==> src/verilog/emu_cfg_pkg.sv <==
`default_nettype none

package emu_cfg_pkg;

	// ================================================
	// AXI4-Lite configuration port
	// ================================================

	typedef logic [3:0]  cfg_addr_t;
	typedef logic [31:0] cfg_data_t;
	typedef logic [3:0]  cfg_strb_t;
	typedef logic [1:0]  axi_resp_t;

	localparam axi_resp_t RESP_OKAY   = 2'b00;
	localparam axi_resp_t RESP_SLVERR = 2'b10;

	// Channels driven by the manager
	typedef struct packed {
		logic      awvalid;
		cfg_addr_t awaddr;
		logic      wvalid;
		cfg_data_t wdata;
		cfg_strb_t wstrb;
		logic      bready;
		logic      arvalid;
		cfg_addr_t araddr;
		logic      rready;
	} axi_lite_req_t;

	// Channels driven by the subordinate
	typedef struct packed {
		logic      awready;
		logic      wready;
		logic      bvalid;
		axi_resp_t bresp;
		logic      arready;
		logic      rvalid;
		cfg_data_t rdata;
		axi_resp_t rresp;
	} axi_lite_rsp_t;

	// ================================================
	// Status word
	// ================================================

	typedef logic [2:0] cpu_speed_t;

	// Packed from the top, so reset_req sits at bit 0
	typedef struct packed {
		logic [21:0] spare;
		logic        format_565;
		logic        rgb_order;
		cpu_speed_t  speed;
		logic        vsync_variable;
		logic [1:0]  unused;
		logic        aspect_wide;
		logic        reset_req;
	} emu_status_t;

	localparam cfg_addr_t STATUS_ADDR = 4'h0;

	// CPU clock rate per speed setting, in Hz
	typedef logic [27:0] clk_rate_t;

	localparam clk_rate_t CLK_RATE_TABLE [0:7] = '{
		28'd90_000_000, 28'd15_000_000, 28'd30_000_000, 28'd56_250_000,
		28'd100_000_000, 28'd100_000_000, 28'd100_000_000, 28'd100_000_000
	};

endpackage

`default_nettype wire

==> src/verilog/video_pkg.sv <==
`default_nettype none

package video_pkg;

	// ================================================
	// Video mode reported by the PC core
	// ================================================

	// Bits 1:0 depth code, bit 2 planar, bit 3 double scan
	typedef logic [3:0] vga_flags_t;
	typedef logic [1:0] vga_depth_t;

	typedef struct packed {
		logic [19:0] start_addr;
		logic [8:0]  width;
		logic [8:0]  stride;
		logic [10:0] height;
		vga_flags_t  flags;
		logic        off;
	} vga_mode_t;

	// ================================================
	// Framebuffer descriptor
	// ================================================

	typedef logic [11:0] fb_dim_t;
	typedef logic [13:0] fb_stride_t;
	typedef logic [31:0] fb_addr_t;
	typedef logic [4:0]  fb_format_t;

	// Low three bits of the format field
	localparam logic [2:0] FMT_8BPP_PAL = 3'b011;
	localparam logic [2:0] FMT_16BPP    = 3'b100;
	localparam logic [2:0] FMT_24BPP    = 3'b101;

	typedef struct packed {
		logic       en;
		fb_format_t format;
		fb_dim_t    width;
		fb_dim_t    height;
		fb_addr_t   base;
		fb_stride_t stride;
		logic       force_blank;
	} fb_desc_t;

	// Palette write from the VGA block, 6 bits per channel, red highest
	typedef struct packed {
		logic [7:0]  addr;
		logic [17:0] data;
		logic        we;
	} pal_write_t;

	typedef struct packed {
		logic [7:0]  addr;
		logic [23:0] data;
		logic        we;
	} fb_pal_t;

	typedef struct packed {
		logic [7:0] arx;
		logic [7:0] ary;
	} aspect_t;

endpackage

`default_nettype wire
==> src/verilog/activity_led.sv <==
`timescale 1ns/1ps
`default_nettype none

module activity_led #(
	parameter int REQ_BITS    = 1,
	parameter int HOLD_CYCLES = 4_500_000
) (
	input  logic                clk_sys,
	input  logic                cpu_reset,
	input  logic [REQ_BITS-1:0] req,
	output logic                led
);
	localparam int CNT_W = $clog2(HOLD_CYCLES + 1);

	logic [CNT_W-1:0] hold_cnt;

	// Any request reloads the full hold time
	always_ff @(posedge clk_sys) begin
		if (cpu_reset) begin
			hold_cnt <= '0;
			led      <= 1'b0;
		end else begin
			led <= hold_cnt != '0;
			if (|req) begin
				hold_cnt <= CNT_W'(HOLD_CYCLES);
			end else if (hold_cnt != '0) begin
				hold_cnt <= hold_cnt - CNT_W'(1);
			end
		end
	end

endmodule

`default_nettype wire

==> src/verilog/cfg_regs.sv <==
`timescale 1ns/1ps
`default_nettype none

module cfg_regs (
	input  logic                       clk_sys,
	input  logic                       cpu_reset,
	input  emu_cfg_pkg::axi_lite_req_t cfg_req,
	output emu_cfg_pkg::axi_lite_rsp_t cfg_rsp,
	output emu_cfg_pkg::emu_status_t   status
);
	import emu_cfg_pkg::*;

	emu_status_t status_q;
	cfg_data_t   status_next;

	logic      bvalid_q;
	axi_resp_t bresp_q;
	logic      rvalid_q;
	cfg_data_t rdata_q;
	axi_resp_t rresp_q;

	logic wr_accept;
	logic rd_accept;
	logic wr_hit;
	logic rd_hit;

	// Accept only while no response of the same kind is outstanding
	assign wr_accept = cfg_req.awvalid && cfg_req.wvalid && !bvalid_q;
	assign rd_accept = cfg_req.arvalid && !rvalid_q;
	assign wr_hit    = cfg_req.awaddr == STATUS_ADDR;
	assign rd_hit    = cfg_req.araddr == STATUS_ADDR;

	// Byte lane merge
	always_comb begin
		status_next = status_q;
		for (int i = 0; i < 4; i++) begin
			if (cfg_req.wstrb[i]) begin
				status_next[8*i +: 8] = cfg_req.wdata[8*i +: 8];
			end
		end
	end

	// ================================================
	// Write channel
	// ================================================

	always_ff @(posedge clk_sys) begin
		if (cpu_reset) begin
			status_q <= '0;
			bvalid_q <= 1'b0;
		end else if (wr_accept) begin
			bvalid_q <= 1'b1;
			if (wr_hit) begin
				status_q <= emu_status_t'(status_next);
			end
		end else if (bvalid_q && cfg_req.bready) begin
			bvalid_q <= 1'b0;
		end
	end

	always_ff @(posedge clk_sys) begin
		if (wr_accept) begin
			bresp_q <= wr_hit ? RESP_OKAY : RESP_SLVERR;
		end
	end

	// ================================================
	// Read channel
	// ================================================

	always_ff @(posedge clk_sys) begin
		if (cpu_reset) begin
			rvalid_q <= 1'b0;
		end else if (rd_accept) begin
			rvalid_q <= 1'b1;
		end else if (rvalid_q && cfg_req.rready) begin
			rvalid_q <= 1'b0;
		end
	end

	// Unmapped reads return zero
	always_ff @(posedge clk_sys) begin
		if (rd_accept) begin
			rdata_q <= rd_hit ? cfg_data_t'(status_q) : '0;
			rresp_q <= rd_hit ? RESP_OKAY : RESP_SLVERR;
		end
	end

	assign cfg_rsp.awready = wr_accept;
	assign cfg_rsp.wready  = wr_accept;
	assign cfg_rsp.bvalid  = bvalid_q;
	assign cfg_rsp.bresp   = bresp_q;
	assign cfg_rsp.arready = rd_accept;
	assign cfg_rsp.rvalid  = rvalid_q;
	assign cfg_rsp.rdata   = rdata_q;
	assign cfg_rsp.rresp   = rresp_q;

	assign status = status_q;

endmodule

`default_nettype wire

==> src/verilog/emu_core.sv <==
`timescale 1ns/1ps
`default_nettype none

module emu_core #(
	parameter int          LED_HOLD_CYCLES = 4_500_000,
	parameter int unsigned GRAV_STEP       = 40_000
) (
	input  logic                       clk_sys,
	input  logic                       cpu_reset,
	input  emu_cfg_pkg::axi_lite_req_t cfg_req,
	output emu_cfg_pkg::axi_lite_rsp_t cfg_rsp,
	input  video_pkg::vga_mode_t       vga_mode,
	input  video_pkg::pal_write_t      pal_in,
	output video_pkg::fb_pal_t         pal_out,
	output video_pkg::fb_desc_t        fb,
	output logic                       video_f60,
	output video_pkg::aspect_t         aspect,
	input  logic [7:0]                 disk_req,
	output logic                       led_disk,
	output logic                       led_user,
	output logic                       joystick_clk_grav
);
	import emu_cfg_pkg::*;

	emu_status_t status;

	cfg_regs u_cfg_regs (
		.clk_sys   (clk_sys),
		.cpu_reset (cpu_reset),
		.cfg_req   (cfg_req),
		.cfg_rsp   (cfg_rsp),
		.status    (status)
	);

	fb_descriptor u_fb_descriptor (
		.clk_sys   (clk_sys),
		.cpu_reset (cpu_reset),
		.status    (status),
		.vga_mode  (vga_mode),
		.pal_in    (pal_in),
		.fb        (fb),
		.pal_out   (pal_out),
		.video_f60 (video_f60),
		.aspect    (aspect)
	);

	gravis_clock #(
		.GRAV_STEP (GRAV_STEP)
	) u_gravis_clock (
		.clk_sys           (clk_sys),
		.cpu_reset         (cpu_reset),
		.status            (status),
		.joystick_clk_grav (joystick_clk_grav)
	);

	// Hard disk requests occupy bits 5:0, floppy bits 7:6
	activity_led #(
		.REQ_BITS    (6),
		.HOLD_CYCLES (LED_HOLD_CYCLES)
	) hdd_led (
		.clk_sys   (clk_sys),
		.cpu_reset (cpu_reset),
		.req       (disk_req[5:0]),
		.led       (led_disk)
	);

	activity_led #(
		.REQ_BITS    (2),
		.HOLD_CYCLES (LED_HOLD_CYCLES)
	) fdd_led (
		.clk_sys   (clk_sys),
		.cpu_reset (cpu_reset),
		.req       (disk_req[7:6]),
		.led       (led_user)
	);

endmodule

`default_nettype wire

==> src/verilog/fb_descriptor.sv <==
`timescale 1ns/1ps
`default_nettype none

module fb_descriptor (
	input  logic                     clk_sys,
	input  logic                     cpu_reset,
	input  emu_cfg_pkg::emu_status_t status,
	input  video_pkg::vga_mode_t     vga_mode,
	input  video_pkg::pal_write_t    pal_in,
	output video_pkg::fb_desc_t      fb,
	output video_pkg::fb_pal_t       pal_out,
	output logic                     video_f60,
	output video_pkg::aspect_t       aspect
);
	import video_pkg::*;

	vga_depth_t depth;
	logic       planar;
	logic       dscan;
	fb_desc_t   fb_next;
	fb_desc_t   fb_q;
	logic       f60_q;

	assign depth  = vga_mode.flags[1:0];
	assign planar = vga_mode.flags[2];
	assign dscan  = vga_mode.flags[3];

	// ================================================
	// Descriptor from the current video mode
	// ================================================

	always_comb begin
		fb_next.en   = !planar && (depth != 2'd0);
		fb_next.base = {4'h3, 6'b111110, vga_mode.start_addr, 2'b00};

		// 24 bpp is always shown 640 wide
		if (depth == 2'd3) begin
			fb_next.width = 12'd640;
		end else if (planar) begin
			fb_next.width = {1'b0, vga_mode.width, 2'b00};
		end else begin
			fb_next.width = {vga_mode.width, 3'b000};
		end

		fb_next.height = dscan ? {2'b00, vga_mode.height[10:1]} : {1'b0, vga_mode.height};
		fb_next.stride = {2'b00, vga_mode.stride, 3'b000};

		case (depth)
			2'd3:    fb_next.format[2:0] = FMT_24BPP;
			2'd2:    fb_next.format[2:0] = FMT_16BPP;
			default: fb_next.format[2:0] = FMT_8BPP_PAL;
		endcase
		fb_next.format[3] = !status.format_565;
		fb_next.format[4] = !status.rgb_order;

		fb_next.force_blank = 1'b0;
	end

	always_ff @(posedge clk_sys) begin
		if (cpu_reset) begin
			fb_q  <= '0;
			f60_q <= 1'b0;
		end else begin
			fb_q  <= fb_next;
			f60_q <= fb_q.en || (fb_q.width > fb_dim_t'(760));
		end
	end

	assign fb        = fb_q;
	assign video_f60 = f60_q || !status.vsync_variable;

	assign aspect.arx = status.aspect_wide ? 8'd16 : 8'd4;
	assign aspect.ary = status.aspect_wide ? 8'd9 : 8'd3;

	// Widen 6 bit channels by repeating their top bits
	assign pal_out.addr = pal_in.addr;
	assign pal_out.we   = pal_in.we;
	assign pal_out.data = {pal_in.data[17:12], pal_in.data[17:16],
	                       pal_in.data[11:6], pal_in.data[11:10],
	                       pal_in.data[5:0], pal_in.data[5:4]};

endmodule

`default_nettype wire

==> src/verilog/gravis_clock.sv <==
`timescale 1ns/1ps
`default_nettype none

module gravis_clock #(
	parameter int unsigned GRAV_STEP = 40_000
) (
	input  logic                     clk_sys,
	input  logic                     cpu_reset,
	input  emu_cfg_pkg::emu_status_t status,
	output logic                     joystick_clk_grav
);
	import emu_cfg_pkg::*;

	clk_rate_t   cur_rate;
	logic [31:0] rate_ext;
	logic [31:0] acc;
	logic [31:0] sum;

	assign cur_rate = CLK_RATE_TABLE[status.speed];
	assign rate_ext = {4'b0000, cur_rate};
	assign sum      = acc + 32'(GRAV_STEP);

	// Phase accumulator whose output toggles on each wrap past the rate
	always_ff @(posedge clk_sys) begin
		if (cpu_reset) begin
			acc               <= '0;
			joystick_clk_grav <= 1'b0;
		end else if (sum >= rate_ext) begin
			acc               <= sum - rate_ext;
			joystick_clk_grav <= !joystick_clk_grav;
		end else begin
			acc <= sum;
		end
	end

endmodule

`default_nettype wire

==> config.mk <==
export PLATFORM = sky130hd
export DESIGN_NAME = emu_core
export DESIGN_NICKNAME = d
export VERILOG_FILES = /design/src/verilog/emu_cfg_pkg.sv /design/src/verilog/video_pkg.sv /design/src/verilog/activity_led.sv /design/src/verilog/cfg_regs.sv /design/src/verilog/emu_core.sv /design/src/verilog/fb_descriptor.sv /design/src/verilog/gravis_clock.sv
export SDC_FILE = /design/constraint.sdc
export NUM_CORES = 1
export LEC_CHECK = 0
export ABC_AREA = 1
export BUFFER_PORTS_ARGS = -buffer_cell sky130_fd_sc_hd__buf_2
export CAP_MARGIN = 40
export CORE_MARGIN = 2
export CORE_UTILIZATION = 47
export DETAILED_ROUTE_END_ITERATION = 8
export PLACE_DENSITY_LB_ADDON = 0.1
export SLEW_MARGIN = 15
export SYNTH_ARGS = -nofsm -noshare
export SYNTH_HDL_FRONTEND = slang
export SYNTH_SLANG_ARGS = --single-unit
==> constraint.sdc <==
create_clock -name clk_sys -period 2.8 [get_ports clk_sys]
set_input_delay 0.42 -clock clk_sys [delete_from_list [all_inputs] [get_ports clk_sys]]
set_output_delay 0.42 -clock clk_sys [all_outputs]
set_load 0.02 [all_outputs]
==> report_table.html <==
<table>
<tr><th>Metric</th><th>Value</th></tr>
<tr><th colspan="2">Synthesis</th></tr>
<tr><td>Complex-gate fraction of the synthesized area</td><td>0.1014</td></tr>
<tr><td>Post-synthesis mux area share</td><td>0</td></tr>
<tr><td>Combined area of all synthesized cells</td><td>between 10000 and 15000 um2</td></tr>
<tr><td>Syn Area/Cell</td><td>7.337 um2</td></tr>
<tr><td>Count of flip-flops with a built-in enable after synthesis</td><td>34</td></tr>
<tr><td>Post-Syn Instances</td><td>around 1.4k</td></tr>
<tr><td>Cell type with the largest total area after synthesis</td><td>sky130_fd_sc_hd__dfxtp_1</td></tr>
<tr><td>Total number of yosys warnings</td><td>0</td></tr>
<tr><td>Most instantiated flip-flop cell in the synthesis netlist</td><td>sky130_fd_sc_hd__dfxtp_1</td></tr>
<tr><td>Top cells by count, synth</td><td>253 x sky130_fd_sc_hd__nor2_1, 228 x sky130_fd_sc_hd__nand2_1, 192 x sky130_fd_sc_hd__inv_1</td></tr>
<tr><td>Top area cells in the synthesized netlist</td><td>sky130_fd_sc_hd__dfxtp_1 32%, sky130_fd_sc_hd__edfxtp_1 9.7%, sky130_fd_sc_hd__nor2_1 9.0%, sky130_fd_sc_hd__nand2_1 8.1%, sky130_fd_sc_hd__inv_1 6.8%</td></tr>
<tr><td>Number of flip-flops and latches in the synthesized netlist</td><td>roughly 200</td></tr>
<tr><td>Post-synthesis adder-cell area fraction</td><td>0.03325</td></tr>
<tr><td>Register area share after synthesis</td><td>0.4180</td></tr>
<tr><td>Yosys top cell area share</td><td>0.3211</td></tr>
<tr><td>Share of async-settable or async-resettable flops after synthesis</td><td>0</td></tr>
<tr><td>Cell with the most instances after synthesis</td><td>sky130_fd_sc_hd__nor2_1</td></tr>
<tr><td>Main combinational cell family by area after synthesis</td><td>simple AND/OR/NAND/NOR gates</td></tr>
<tr><td>Count of unique library cells instantiated by Yosys</td><td>47</td></tr>
<tr><td>XOR/XNOR share of the synthesized area</td><td>0.03242</td></tr>
<tr><td>Area share of and/or/nand/nor cells after synthesis</td><td>0.2749</td></tr>
<tr><th colspan="2">Cells and area</th></tr>
<tr><td>Antenna Diode Count</td><td>0</td></tr>
<tr><td>Fin nets</td><td>around 1.9k</td></tr>
<tr><td>Finished layout cell area</td><td>approximately 14000 um2</td></tr>
<tr><td>Final core utilization</td><td>0.6466</td></tr>
<tr><td>Growth of design area from synthesis to finish</td><td>34.34%</td></tr>
<tr><td>Fraction of layout instances using a drive strength above 1</td><td>0.3393</td></tr>
<tr><th colspan="2">Clocking</th></tr>
<tr><td>Number of buffers created by CTS</td><td>22</td></tr>
<tr><td>Clock latency on the worst-skew pair</td><td>0.53 ns</td></tr>
<tr><td>Clk Tree Root Cell</td><td>sky130_fd_sc_hd__clkbuf_16</td></tr>
<tr><td>Level count of the clock H-tree</td><td>1</td></tr>
<tr><td>Maximum clock insertion buffer count</td><td>3</td></tr>
<tr><td>Clock tree from TritonCTS</td><td>built</td></tr>
<tr><td>TritonCTS Sinks</td><td>between 200 and 250</td></tr>
<tr><td>Number of hold buffers added after CTS</td><td>0</td></tr>
<tr><td>Clk pin slew, worst setup/hold paths</td><td>approximately 0.060 ns</td></tr>
<tr><th colspan="2">Critical path</th></tr>
<tr><td>Type of element launching the critical path</td><td>register</td></tr>
<tr><td>Worst-path maximum fanout</td><td>11</td></tr>
<tr><td>WP data required</td><td>between 3 and 4 ns</td></tr>
<tr><td>Critical setup path kind</td><td>reg -&gt; reg</td></tr>
<tr><td>Arrival time reported for the critical path endpoint</td><td>~3.3 ns</td></tr>
<tr><td>Endpoint type of the worst setup path</td><td>register</td></tr>
<tr><th colspan="2">Run status</th></tr>
<tr><td>Run status</td><td>complete, but fails checks</td></tr>
<tr><td>Violations in the final reports</td><td>setup timing</td></tr>
<tr><th colspan="2">Floorplan</th></tr>
<tr><td>Core area</td><td>approximately 22000 um2</td></tr>
<tr><td>Die Y</td><td>153.7 um</td></tr>
<tr><td>Die ar.</td><td>about 24000 um2</td></tr>
<tr><td>Number of placed I/O pins</td><td>~310</td></tr>
<tr><td>Starting density of the core</td><td>0.4813</td></tr>
<tr><td>Row Count</td><td>54</td></tr>
<tr><td>Horizontal extent of the die</td><td>~150 um</td></tr>
<tr><th colspan="2">Job</th></tr>
<tr><td>Max_cap viols</td><td>0</td></tr>
<tr><th colspan="2">Power</th></tr>
<tr><td>Sequential cell fraction of total power</td><td>0.262</td></tr>
<tr><td>Switching Power</td><td>between 5 and 6 mW</td></tr>
<tr><td>Internal power summed over all cells</td><td>around 8 mW</td></tr>
<tr><td>Combinational share of power</td><td>0.510</td></tr>
<tr><td>Peak VDD IR</td><td>0.6122 mV</td></tr>
<tr><td>Switching part of the total</td><td>0.3972</td></tr>
<tr><td>Leak Pwr</td><td>roughly 6.7 nW</td></tr>
<tr><td>Clk pwr share</td><td>0.228</td></tr>
<tr><td>Power per cell area</td><td>947.5 nW/um2</td></tr>
<tr><th colspan="2">Global route</th></tr>
<tr><td>Met3 routing resource usage after global routing</td><td>0.03439</td></tr>
<tr><td>Wire length of the first global-routing pass</td><td>about 45000 um</td></tr>
<tr><td>Via count of the first global-routing pass</td><td>a little over 9k</td></tr>
<tr><td>Layer carrying the most global-route usage</td><td>met2</td></tr>
<tr><td>Global route overflow</td><td>0</td></tr>
<tr><td>Number of antenna violations at the first check in global routing</td><td>0</td></tr>
<tr><td>Global-route met2 utilization</td><td>0.3926</td></tr>
<tr><td>Met1 layer usage reported by global route</td><td>0.3044</td></tr>
<tr><td>Global Route Usage Sum</td><td>0.2289</td></tr>
<tr><td>Maximum number of pins on one net before global-route repair</td><td>62</td></tr>
<tr><th colspan="2">Hold path</th></tr>
<tr><td>Path type of the worst min-delay path</td><td>in -&gt; reg</td></tr>
<tr><th colspan="2">STA</th></tr>
<tr><td>Max-slew violation total from the final report</td><td>0</td></tr>
<tr><td>Achievable clock frequency</td><td>between 0.3 and 0.4 GHz</td></tr>
<tr><td>Final Setup Violations</td><td>3</td></tr>
<tr><td>Worst setup skew after layout</td><td>just over 0.02 ns</td></tr>
<tr><td>Relative slew slack</td><td>0.4475</td></tr>
<tr><td>Slew at the pin closest to its max-slew limit</td><td>0.8211 ns</td></tr>
<tr><td>RSZ-0062 raised after global routing</td><td>yes</td></tr>
<tr><td>Hold Fails Final Rpt</td><td>0</td></tr>
<tr><td>Minimum clock period</td><td>approximately 2.8 ns</td></tr>
<tr><td>Final critical-path setup slack</td><td>-0.02110 ns</td></tr>
<tr><td>Tcrit/Tclk final</td><td>1.008</td></tr>
<tr><th colspan="2">Placed design</th></tr>
<tr><td>Post-placement cell area</td><td>between 10000 and 15000 um2</td></tr>
<tr><td>IO Port Bufs</td><td>~220</td></tr>
<tr><td>Final weighted congestion in routability-driven placement</td><td>a little under 0.9</td></tr>
<tr><td>Detailed placer's ending HPWL</td><td>just over 20000 um</td></tr>
<tr><th colspan="2">Route</th></tr>
<tr><td>Vias after detailed routing</td><td>between 9k and 10k</td></tr>
<tr><td>Residual DRC count</td><td>0</td></tr>
<tr><td>DR pass1 iterations</td><td>5</td></tr>
<tr><td>Final ANT Viol Nets</td><td>0</td></tr>
<tr><td>DRT iter0 DRCs</td><td>between 600 and 700</td></tr>
<tr><td>Drt total wl</td><td>between 20000 and 30000 um</td></tr>
<tr><td>Final routed wire length divided by cell count</td><td>14.57 um</td></tr>
<tr><td>Post-detailed-route via-to-cell ratio</td><td>about 5</td></tr>
</table>
state kept, by name (all words and copies together), names as in the netlist, 23 cells and up:
| register | count |
|---|---|
| hdd_led.hold_cnt | 23 |
| fdd_led.hold_cnt | 23 |
| u_cfg_regs.status | 32 |
| u_gravis_clock.acc | 28 |
| u_cfg_regs.rdata_q | 32 |
| u_fb_descriptor.fb | 57 |
layout make-up:
type	count	area (um2)
well taps	280	350.3
flip-flops and latches	203	4424
inverters	202	763.2
repair buffers	339	2117
clock inverters	12	163.9
fillers	1899	7736
multi-input cells	949	5723
clock buffers	28	613.1
per-layer routing:
layer | vias up | wire (um)
li1 | 5029 | -
met1 | 4541 | 12790
met2 | 263 | 14260
met3 | 54 | 1608
met4 | 0 | 662
met5 | - | 0
cells in the final DEF (no fill, tap or decap), types with 6 or more instances in the layout:
cell type and count:
sky130_fd_sc_hd__a21oi_1 76, sky130_fd_sc_hd__a21oi_2 11, sky130_fd_sc_hd__a31oi_1 11, sky130_fd_sc_hd__buf_2 221, sky130_fd_sc_hd__buf_4 105, sky130_fd_sc_hd__buf_6 6
sky130_fd_sc_hd__clkbuf_16 23, sky130_fd_sc_hd__conb_1 28, sky130_fd_sc_hd__dfxtp_1 159, sky130_fd_sc_hd__dfxtp_2 7, sky130_fd_sc_hd__edfxtp_1 34, sky130_fd_sc_hd__ha_1 11
sky130_fd_sc_hd__ha_4 17, sky130_fd_sc_hd__inv_1 178, sky130_fd_sc_hd__inv_2 22, sky130_fd_sc_hd__nand2_1 190, sky130_fd_sc_hd__nand2_2 37, sky130_fd_sc_hd__nand2_4 13
sky130_fd_sc_hd__nand3_1 63, sky130_fd_sc_hd__nand3_2 6, sky130_fd_sc_hd__nand3b_1 16, sky130_fd_sc_hd__nand4_1 18, sky130_fd_sc_hd__nor2_1 216, sky130_fd_sc_hd__nor2_2 31
sky130_fd_sc_hd__nor2_4 22, sky130_fd_sc_hd__nor3_1 15, sky130_fd_sc_hd__o21a_1 10, sky130_fd_sc_hd__o21ai_0 62, sky130_fd_sc_hd__or2_2 6, sky130_fd_sc_hd__xnor2_1 7
sky130_fd_sc_hd__xor2_1 19, sky130_fd_sc_hd__xor2_2 7
power by group through the flow:
stage | clock network (mW) | logic (mW) | registers [mW]
after detailed placement | 0 | 5.06 | 3.51
after global placement | 0 | 5.03 | 3.50
after CTS | 3.13 | 5.76 | 3.47
after floorplan | 0 | 3.32 | 3.59
final | 3.05 | 6.84 | 3.52
after global routing | 3.24 | 7.40 | 3.55
repair_timing:
| item | 4_1_cts | 5_1_grt |
|---|---|---|
| pin swaps | 22 | 73 |
| cloned | 1 | 1 |
| setup buffers | 7 | 12 |
| setup endpoints to repair | 29 | 29 |
| resized for setup | 68 | 161 |
cells by family (layout without fill, tap and decap cells):
logic type	count (synthesis)	after routing
and+or+nand+nor	656	656
xor gates and xnor gates	39	39
other	2	28
DFF	203	203
buffers and inverters	310	581
adders and majority gates	28	28
AOI/OAI and AO/OA	198	198
per-stage QoR:
| stage | hold slack, ns | setup TNS [ns] | total power [mW] | setup WS (ns) | instances |
|---|---|---|---|---|---|
| floorplan | 0.3925 | 0 | 6.919 | 0.03492 | 1462 |
| global placement | 0.4044 | -4.548 | 8.534 | -0.1846 | 1953 |
| detailed placement | 0.4157 | -6.649 | 8.570 | -0.2600 | 1953 |
| CTS | 0.07271 | -2.820 | 12.35 | -0.1215 | 2000 |
| global route | 0.08426 | -2.925 | 14.20 | -0.1360 | 2013 |
| finish | 0.09363 | -0.04592 | 13.41 | -0.02110 | 2013 |
critical path, cell delays in order (launching register included):
cell and delay (ns):
sky130_fd_sc_hd__dfxtp_4 0.37, sky130_fd_sc_hd__nand2_2 0.06, sky130_fd_sc_hd__inv_2 0.07, sky130_fd_sc_hd__nand2_4 0.08, sky130_fd_sc_hd__nand2_4 0.08, sky130_fd_sc_hd__nand2_4 0.06
sky130_fd_sc_hd__o21ai_4 0.18, sky130_fd_sc_hd__inv_2 0.07, sky130_fd_sc_hd__nor2_4 0.10, sky130_fd_sc_hd__xor2_2 0.25, sky130_fd_sc_hd__inv_2 0.08, sky130_fd_sc_hd__ha_4 0.30
sky130_fd_sc_hd__nand2_4 0.07, sky130_fd_sc_hd__o21ai_4 0.15, sky130_fd_sc_hd__inv_2 0.06, sky130_fd_sc_hd__nand2_2 0.09, sky130_fd_sc_hd__nand2_4 0.07, sky130_fd_sc_hd__buf_12 0.14
sky130_fd_sc_hd__clkbuf_16 0.16, sky130_fd_sc_hd__nand3b_1 0.08, sky130_fd_sc_hd__nand2_1 0.05, sky130_fd_sc_hd__nor2_1 0.15
final timing paths:
kind / start / depth (start not counted) / end / slack (ns)
worst max-delay path: u_gravis_clock.acc[6] / 21 / u_gravis_clock.acc[13] / -0.02
worst min-delay path: vga_mode[51] / 3 / u_fb_descriptor.fb[34] / 0.09
worst max register to register: u_gravis_clock.acc[6] / 21 / u_gravis_clock.acc[13] / -0.02
worst min register to register: u_cfg_regs.status[8] / 1 / u_fb_descriptor.fb[75] / 0.43
Power figures use the tool's default switching activity.
